--- src/hdl/xbar_pkg.sv ---
package xbar_pkg;

	// lane geometry of the distribution network
	parameter int XBAR_DATA_WIDTH = 16;
	parameter int XBAR_NUM_IN     = 16; // power of two
	parameter int XBAR_NUM_OUT    = 4;

	// inputs per first-stage mux of the crossbar
	parameter int XBAR_MUX_RADIX  = 4;

	localparam int XBAR_SRC_W = $clog2(XBAR_NUM_IN);
	localparam int XBAR_OUT_W = $clog2(XBAR_NUM_OUT);

	// one word carried on a lane
	typedef logic [XBAR_DATA_WIDTH-1:0] lane_word_t;

	// index of an input lane, as written by the host
	typedef logic [XBAR_SRC_W-1:0] src_idx_t;

	// index of an output lane, selects the route entry
	typedef logic [XBAR_OUT_W-1:0] out_idx_t;

	// host port states
	// IDLE waits for req, HOLD keeps ack up until req drops
	typedef enum logic {
		CFG_IDLE,
		CFG_HOLD
	} cfg_state_e;

endpackage

--- src/hdl/xbar_route_cfg.sv ---
module xbar_route_cfg #(
	parameter int NUM_IN  = 16,
	parameter int NUM_OUT = 4
) (
	input  logic                         clk,
	input  logic                         i_rst,

	// host write port, four-phase req/ack
	input  logic                         i_cfg_req,
	input  logic [$clog2(NUM_OUT)-1:0]   i_cfg_out,
	input  logic [$clog2(NUM_IN)-1:0]    i_cfg_src,
	input  logic                         i_cfg_en,
	output logic                         o_cfg_ack,

	// one-hot command toward the crossbar
	output logic [NUM_IN*NUM_OUT-1:0]    o_cmd
);
	import xbar_pkg::*;

	localparam int SRC_W = $clog2(NUM_IN);

	cfg_state_e state_q;
	cfg_state_e state_d;
	logic       wr; // entry written this cycle

	// route table, one entry per output
	logic [NUM_OUT-1:0]            route_en_q;
	logic [NUM_OUT-1:0]            route_en_d;
	logic [NUM_OUT-1:0][SRC_W-1:0] route_src_q;
	logic [NUM_OUT-1:0][SRC_W-1:0] route_src_d;

	logic [NUM_IN*NUM_OUT-1:0]     cmd_d;
	logic [NUM_IN*NUM_OUT-1:0]     cmd_q;

	// handshake FSM
	always_comb
	begin
		state_d = state_q;
		wr      = 1'b0;
		case (state_q)
			CFG_IDLE:
			begin
				if (i_cfg_req)
				begin
					state_d = CFG_HOLD;
					wr      = 1'b1;
				end
			end
			CFG_HOLD:
			begin
				if (!i_cfg_req)
					state_d = CFG_IDLE; // release ack
			end
			default:
			begin
				state_d = CFG_IDLE;
			end
		endcase
	end

	// table contents after this edge
	always_comb
	begin
		route_en_d  = route_en_q;
		route_src_d = route_src_q;
		if (wr)
		begin
			route_en_d[i_cfg_out]  = i_cfg_en;
			route_src_d[i_cfg_out] = i_cfg_src;
		end
	end

	// expand table into one column per output
	// decoding the next table lets a new route take effect one edge after the write
	always_comb
	begin
		cmd_d = '0;
		for (int o = 0; o < NUM_OUT; o++)
		begin
			if (route_en_d[o])
				cmd_d[route_src_d[o]*NUM_OUT + o] = 1'b1;
		end
	end

	always_ff @(posedge clk)
	begin
		if (i_rst)
		begin
			state_q    <= CFG_IDLE;
			route_en_q <= '0;
			cmd_q      <= '0;
		end
		else
		begin
			state_q    <= state_d;
			route_en_q <= route_en_d;
			cmd_q      <= cmd_d;
		end
	end

	always_ff @(posedge clk)
	begin
		route_src_q <= route_src_d;
	end

	assign o_cfg_ack = (state_q == CFG_HOLD);
	assign o_cmd     = cmd_q;

endmodule

--- src/hdl/xbar_one_hot_seq.sv ---
module xbar_one_hot_seq #(
	parameter int DATA_WIDTH = 16,
	parameter int NUM_IN     = 16, // power of two, multiple of MUX_RADIX
	parameter int NUM_OUT    = 4,
	parameter int MUX_RADIX  = 4
) (
	input  logic                           clk,
	input  logic                           i_rst,
	input  logic                           i_en,

	input  logic [NUM_IN-1:0]              i_valid,
	input  logic [NUM_IN*DATA_WIDTH-1:0]   i_data,
	input  logic [NUM_IN*NUM_OUT-1:0]      i_cmd, // bit src*NUM_OUT+out

	output logic [NUM_OUT-1:0]             o_valid,
	output logic [NUM_OUT*DATA_WIDTH-1:0]  o_data
);

	localparam int NUM_GRP = NUM_IN / MUX_RADIX; // first-stage muxes per output

	// first stage, one word per group per output
	logic [NUM_OUT-1:0][NUM_GRP-1:0][DATA_WIDTH-1:0] s1_data_d;
	logic [NUM_OUT-1:0][NUM_GRP-1:0][DATA_WIDTH-1:0] s1_data_q;
	logic [NUM_OUT-1:0][NUM_GRP-1:0]                 s1_valid_d;
	logic [NUM_OUT-1:0][NUM_GRP-1:0]                 s1_valid_q;

	// second stage, final select per output
	logic [NUM_OUT-1:0][DATA_WIDTH-1:0]              s2_data_d;
	logic [NUM_OUT-1:0][DATA_WIDTH-1:0]              s2_data_q;
	logic [NUM_OUT-1:0]                              s2_valid_d;
	logic [NUM_OUT-1:0]                              s2_valid_q;

	for (genvar o = 0; o < NUM_OUT; o++)
	begin : g_out
		logic [DATA_WIDTH-1:0] fin_data;

		for (genvar g = 0; g < NUM_GRP; g++)
		begin : g_grp
			logic [MUX_RADIX-1:0]  sel;
			logic [DATA_WIDTH-1:0] mux_data;

			// command bits of the lanes in this group
			for (genvar k = 0; k < MUX_RADIX; k++)
			begin : g_sel
				assign sel[k] = i_cmd[(g*MUX_RADIX + k)*NUM_OUT + o];
			end

			// sel is at most one-hot, so an OR of the gated lanes is the mux
			always_comb
			begin
				mux_data = '0;
				for (int k = 0; k < MUX_RADIX; k++)
				begin
					if (sel[k] && i_valid[g*MUX_RADIX + k])
						mux_data |= i_data[(g*MUX_RADIX + k)*DATA_WIDTH +: DATA_WIDTH];
				end
			end

			assign s1_data_d[o][g]  = mux_data;
			assign s1_valid_d[o][g] = |sel; // routed, even if lane idle
		end

		// pick the one group that holds the route
		always_comb
		begin
			fin_data = '0;
			for (int g = 0; g < NUM_GRP; g++)
			begin
				if (s1_valid_q[o][g])
					fin_data |= s1_data_q[o][g];
			end
		end

		assign s2_data_d[o]  = fin_data;
		assign s2_valid_d[o] = |s1_valid_q[o];
	end

	// low enable flushes both stages
	always_ff @(posedge clk)
	begin
		if (i_rst || !i_en)
		begin
			s1_data_q  <= '0;
			s1_valid_q <= '0;
			s2_data_q  <= '0;
			s2_valid_q <= '0;
		end
		else
		begin
			s1_data_q  <= s1_data_d;
			s1_valid_q <= s1_valid_d;
			s2_data_q  <= s2_data_d;
			s2_valid_q <= s2_valid_d;
		end
	end

	assign o_valid = s2_valid_q;
	assign o_data  = s2_data_q;

endmodule

--- src/hdl/xbar_dist_top.sv ---
module xbar_dist_top (
	input  logic                                                 clk,
	input  logic                                                 i_rst,

	// data side
	input  logic                                                 i_en,
	input  logic [xbar_pkg::XBAR_NUM_IN-1:0]                     i_valid,
	input  xbar_pkg::lane_word_t [xbar_pkg::XBAR_NUM_IN-1:0]     i_data,

	// host route port
	input  logic                                                 i_cfg_req,
	input  xbar_pkg::out_idx_t                                   i_cfg_out,
	input  xbar_pkg::src_idx_t                                   i_cfg_src,
	input  logic                                                 i_cfg_en,
	output logic                                                 o_cfg_ack,

	output logic [xbar_pkg::XBAR_NUM_OUT-1:0]                    o_valid,
	output xbar_pkg::lane_word_t [xbar_pkg::XBAR_NUM_OUT-1:0]    o_data
);

	logic [xbar_pkg::XBAR_NUM_IN*xbar_pkg::XBAR_NUM_OUT-1:0] cmd; // one-hot per output

	xbar_route_cfg #(
		.NUM_IN  (xbar_pkg::XBAR_NUM_IN),
		.NUM_OUT (xbar_pkg::XBAR_NUM_OUT)
	) cfg0 (
		.clk       (clk),
		.i_rst     (i_rst),
		.i_cfg_req (i_cfg_req),
		.i_cfg_out (i_cfg_out),
		.i_cfg_src (i_cfg_src),
		.i_cfg_en  (i_cfg_en),
		.o_cfg_ack (o_cfg_ack),
		.o_cmd     (cmd)
	);

	xbar_one_hot_seq #(
		.DATA_WIDTH (xbar_pkg::XBAR_DATA_WIDTH),
		.NUM_IN     (xbar_pkg::XBAR_NUM_IN),
		.NUM_OUT    (xbar_pkg::XBAR_NUM_OUT),
		.MUX_RADIX  (xbar_pkg::XBAR_MUX_RADIX)
	) xbar0 (
		.clk     (clk),
		.i_rst   (i_rst),
		.i_en    (i_en),
		.i_valid (i_valid),
		.i_data  (i_data),
		.i_cmd   (cmd),
		.o_valid (o_valid),
		.o_data  (o_data)
	);

endmodule

--- config.mk ---
export PLATFORM = sky130hd
export DESIGN_NAME = xbar_dist_top
export DESIGN_NICKNAME = d
export VERILOG_FILES = /design/src/hdl/xbar_pkg.sv /design/src/hdl/xbar_route_cfg.sv /design/src/hdl/xbar_one_hot_seq.sv /design/src/hdl/xbar_dist_top.sv
export SDC_FILE = /design/constraint.sdc
export NUM_CORES = 1
export LEC_CHECK = 0
export ABC_AREA = 1
export BUFFER_PORTS_ARGS = -buffer_cell sky130_fd_sc_hd__buf_2
export CAP_MARGIN = 20
export CORE_AREA = 2 2 245 247
export CTS_CLUSTER_SIZE = 12
export DETAILED_ROUTE_END_ITERATION = 16
export DIE_AREA = 0 0 247 249
export SYNTH_ARGS = -nofsm -noshare
export SYNTH_HDL_FRONTEND = slang
export SYNTH_HIERARCHICAL = 1
export SYNTH_SLANG_ARGS = --single-unit
--- constraint.sdc ---
create_clock -name clk -period 1.8 [get_ports clk]
set_input_delay 0.18 -clock clk [delete_from_list [all_inputs] [get_ports clk]]
set_output_delay 0.18 -clock clk [all_outputs]
set_load 0.02 [all_outputs]
# After elaboration in Yosys (flattened, before gate mapping)
# Cells that the tools add are included.
[word_totals] regBits=425 output_inout_bits=69 in_bits=283 elab_cells=301
[op_classes] mux=102 n_addsub=3 bitwise_logic=63 n_reduce_logical=91 order_cmp=10
[ops] operator="$mux 16" count=81
[ops] operator="$or 16x16->16" count=60
[ops] operator="$mux 64" count=3
[ops] operator="$or 64x64->64" count=2
[ops] operator="$ge 32x1->1 const B" count=3
[ops] operator="$lt 32x7->1 const B" count=3
[ops] operator="$reduce_or 4->1" count=20
[ops] operator="$logic_and 1x1->1" count=69
[ops] operator="$or 61x64->64" count=1
[ops] operator="$mux 61" count=1
[ops] operator="$demux 1 s6" count=3
[ops] operator="$bwmux 16" count=1
[ops] operator="$add 6x2->7 const B" count=2
[ops] operator="$demux 4 s2" count=1
[ops] operator="$mux 4" count=2
[ops] operator="$add 6x1->7 const B" count=1
[ops] operator="$lt 6x7->1 const B" count=1
[ops] operator="$mux 1" count=7
[ops] operator="$ge 6x1->1 const B" count=1
[ops] operator="$bwmux 4" count=1
[ops] operator="$demux 1 s4" count=1
[ops] operator="$lt 2x3->1 const B" count=1
[ops] operator="$demux 1 s2" count=1
[ops] operator="$ge 2x1->1 const B" count=1
[ops] operator="other kinds (2)" count=2

# Depth between registers and ports, before layout
[logic_depth] word_depth=17 depth_mapped=8 depth_no_buf=8

# Hierarchy
# The synthesis kept the hierarchy.
[modules_own_cells] mod="xbar_one_hot_seq" area_each_um2=20624.8 instances=1 seq_area_each_um2=6806.5 cells_each=3271
[modules_own_cells] mod="xbar_route_cfg" area_each_um2=2703.8 instances=1 seq_area_each_um2=1701.6 cells_each=326

# Worst setup path after synthesis
# OpenSTA, ideal clock, no wires.
[synth_path] path_kind="register -> register" start="reg cfg0.state_q, in the netlist cfg0/o_cfg_ack" end="reg cfg0.cmd_q[51], in the netlist cfg0/o_cmd[51]" path_slack_ns=0.408 period_less_slack_ns=1.392 t_required_ns=1.685 setup_time_ns=0.115 stages_incl_launch_ff=8 path_buffers=0 arrival_ns=1.277 cell_sequence="dfxtp_1 inv_2 nand2_2 nor2_4 o21ai_0 inv_1 nand2_1 nor2_1"
[synth_rtl] element="from (decl)" line="xbar_route_cfg.sv:22" rtl="cfg_state_e state_q;"
[synth_rtl] element="from (signal assigned)" line="xbar_route_cfg.sv:95" rtl="state_q <= state_d;"
[synth_rtl] element="to (signal assigned)" line="xbar_route_cfg.sv:97" rtl="cmd_q <= cmd_d;"
[synth_rtl] element="to (decl)" line="xbar_route_cfg.sv:33" rtl="logic [NUM_IN*NUM_OUT-1:0] cmd_q;"

# Final worst setup path
[layout_path] start="reg cfg0.cmd_q[18], in the netlist cfg0/o_cmd[18]" end="reg xbar0/s1_data_q[145] (netlist name)"
[layout_via] elab_chain_cells=8
[layout_rtl] element="$logic_and 1x1->1 *" line="xbar_one_hot_seq.sv:54" rtl="if (sel[k] && i_valid[g*MUX_RADIX + k])"
[layout_rtl] element="$mux 16 *" line="xbar_one_hot_seq.sv:54"
[layout_rtl] element="$or 16x16->16" line="xbar_one_hot_seq.sv:55" rtl="mux_data |= i_data[(g*MUX_RADIX + k)*DATA_WIDTH +: DATA_WIDTH];"
[layout_rtl] element="$mux 16 *" line="xbar_one_hot_seq.sv:54"
[layout_rtl] element="$or 16x16->16" line="xbar_one_hot_seq.sv:55"
[layout_rtl] element="$mux 16 *" line="xbar_one_hot_seq.sv:54"
[layout_rtl] element="$or 16x16->16" line="xbar_one_hot_seq.sv:55"
[layout_rtl] element="$mux 16 *" line="xbar_one_hot_seq.sv:54"
[layout_rtl] element="to (signal assigned)" line="xbar_one_hot_seq.sv:90" rtl="s1_data_q <= s1_data_d;"
[layout_rtl] element="to (decl)" line="xbar_one_hot_seq.sv:23" rtl="logic [NUM_OUT-1:0][NUM_GRP-1:0][DATA_WIDTH-1:0] s1_data_q;"
# Mark *: on every way between the ends. The rest lies on a longest branch, timed or not.
# A chain may end at the register's enable or synchronous reset.

==> flow_summary.toml <==
[power_and_ir_drop]
switching_share_pct = 25.56
ir_drop_v = 0.0006306
comb_power_share_pct = 10.0
p_switching_mw = 5.382
p_int_mw = 15.68
p_leak_nw = 13.03
power_mw = 21.06
power_density_mw_per_mm2 = 789.9
power_frac_clock_pct = 44.4
seqPwrFrac_pct = 45.5

[drt]
drt-total-wl_um = 102100
antenna_left = 0
wl_per_cell_um = 21.92
firstDrtPassIters = 6
drc = 0
drt_iter0_drc = 3516
via_per_inst = 5.478
dr_total_vias = 25510

[yosys]
synthCells = 3597
synth_warnings = 6
synthDistinctLibCells = 20
seq_area_frac_synth_pct = 36.47
ys_ff_latch = 425
synth_fp_nets = 3880
avgSynthCellArea_sq_um = 6.486
synth_top_area_share_pct = 36.47
ys_top_cells_by_area = "dfxtp_1 (36%), nand3_1 (22%), nand2_1 (16%)"
yosysTopAreaCell = "dfxtp_1"
synth_area_sq_mm = 0.02333

[finish]
nets = 4140
drive_gt1_share_pct = 15.23
final_cell_area_sq_mm = 0.02666
syn_to_final_growth_pct = 14.28
nFillCells = 6227

[floorplanning]
core_sq_mm = 0.05869
die_w_um = 247
dieArea_sq_mm = 0.06150
initial_core_util_pct = 39.75
fp-row-count = 89
die_h_um = 249
io_pins = 352

[job]
maxCapViolCount = 0

[clocking]
clock_latency_ns = 0.56
cts_tree = "done"
root_buffer = "clkbuf_16"
numCtsBuffers = 45
ctsLongestPathBuffers = 3
clock_sinks = 425
cts_setup_buffers = 0
clkTransAtPathRegs_ns = 0.06
htree_levels = 2

[placed_design]
hpwl_um = 74600
gp_congestion = 0.9685
portBuffers = 351
placed_area_sq_mm = 0.02491

[timing]
fin_tns_setup_ns = 0
tightestPinTransition_ns = 0.6329
fin_crit_sh_pct = 94.41
timing_hold_violations_final = 0
drv_slew = 0
fin_worst_skew_ns = 0.02051
finalCriticalPeriod_ns = 1.699
max_clock_freq_ghz = 0.5884
setup_viol_count_final = 0
rsz0062_at_grt = "no"
slew_headroom_pct = 57.75

[critical_path]
path_cells = "buf_4 > nand3_1 > nand2_1 > dlygate4sd3_1 > nor2_1 > nor2_1"
worstPathRequired_ns = 2.30
crit_type = "flip-flop to flip-flop"
slowest_stage = "dfxtp_1"
arrival_ns = 2.20
end_kind = "flip-flop"
critical_path_peak_fanout = 8
r2r_slack_ns = 0.10
cp_common_cell = "nor2_1"
cp-start-kind = "flip-flop"
cpPeakStageDelay_ns = 0.59

[global_route]
gr-total-overflow = 0
grt_pass1_wl_um = 148800
antenna_found_initial = 4
grt_pass1_vias = 23330
grt_max_degree = 65
track_usage_pct = 32.03

[min_path]
hp-class = "primary input to flip-flop"

[run_status]
status = "finished clean"
-- cell usage in the layout, fill, tap and decap left out, types with 6 or more instances in the layout --
cell type      instances
dlygate4sd3_1         27
clkbuf_8              11
inv_1                 23
nor2_2                 6
dfxtp_1              423
nor2_1               769
nand2_2                8
clkbuf_16             46
nand2_1              989
buf_2                351
buf_4                110
a21oi_1               20
buf_12                34
nand3_1             1030
-- sequential cells by signal, indices dropped and copies added (netlist names) --
register,count
cfg0/o_cmd,64
xbar0/s1_data_q,256
xbar0/o_valid,4
xbar0/s1_valid_q,16
cfg0/o_cfg_ack,1
xbar0/o_data,64
cfg0/route_src_q,16
cfg0/route_en_q,4
-- power by group through the flow --
stage          clock network, mW  registers, mW  logic, mW
5_1_grt                     9.79           9.60       2.27
6_report                    9.35           9.59       2.12
3_5_place_dp                   0           9.80       2.02
3_3_place_gp                   0           9.80       2.02
2_1_floorplan                  0           9.76       1.23
4_1_cts                     9.43           9.59       2.06
-- timing repair --
item | 4_1_cts | 5_1_grt
gates resized for setup | 0 | 2
hold endpoints to repair | 25 | 0
hold buffers | 27 | 0
endpoints found under the setup margin | 0 | 1
-- logic make-up (layout without fill, tap and decap cells) --
family                 count (synthesis)  after routing  share of synthesized area, %
buffers and inverters                337            621                         11.86
flip-flops                           425            425                         36.47
other                                  0              3                             0
AO/OA/AOI/OAI                         30             30                        0.7240
AND/OR/NAND/NOR                     2805           2805                         50.94
-- final timing paths --
check                                          from                    to  cells past startpoint
worst min register to register  cfg0/route_src_q[3]   cfg0/route_src_q[3]                      2
worst max register to register       cfg0/o_cmd[18]  xbar0/s1_data_q[145]                      6
worst min-delay path                     i_data[23]  xbar0/s1_data_q[135]                      5
worst max-delay path                 cfg0/o_cmd[18]  xbar0/s1_data_q[145]                      6
-- synthesized netlist by cell type (all sizes together) --
master	number
dfxtp	425
a21oi	20
o21ai	10
nand3	1030
nor2	777
clkbuf	7
nand2	998
inv	28
buf	302
-- layout make-up --
type                    instances  area, sq um  share of cell area (%)
clock inverters                10        156.4                  0.5867
flip-flops and latches        425         8511                   31.92
inverters                      28        105.1                  0.3942
diodes                          3        7.507                 0.02816
repair buffers                522         3533                   13.25
well taps                     773        967.2                   3.628
clock buffers                  61         1318                   4.942
multi-input cells            2835        12060                   45.24
-- layer usage --
layer / GRT usage (%) / vias up / routed length [um]
met2: 48.61 / 1591 / 44370
met1: 43.10 / 11580 / 40980
met5: 0.2385 / - / 7
met4: 15.34 / 2 / 5333
met3: 6.626 / 252 / 11370
li1: - / 12090 / -
-- through the flow --
step	worst slack (ns)	hold slack, ns	utilization, %	std cells
final	0.1005	0.01261	45.43	4657
after global routing	0.01650	0.03151	45.43	4657
after CTS	0.04271	0.0006807	45.41	4654
after detailed placement	0.3626	0.3873	42.44	4556
after global placement	0.4013	0.3831	42.44	4556
after floorplan	0.4079	0.2524	-	3597
-- worst max-delay path, delay by kind of cell, from the launching register on --
| family | cells | cell delay [ns] |
|---|---|---|
| flops | 1 | 0.59 |
| buf+inv | 2 | 0.79 |
| simple gates | 4 | 0.28 |
(Power assumes the default switching activity.)
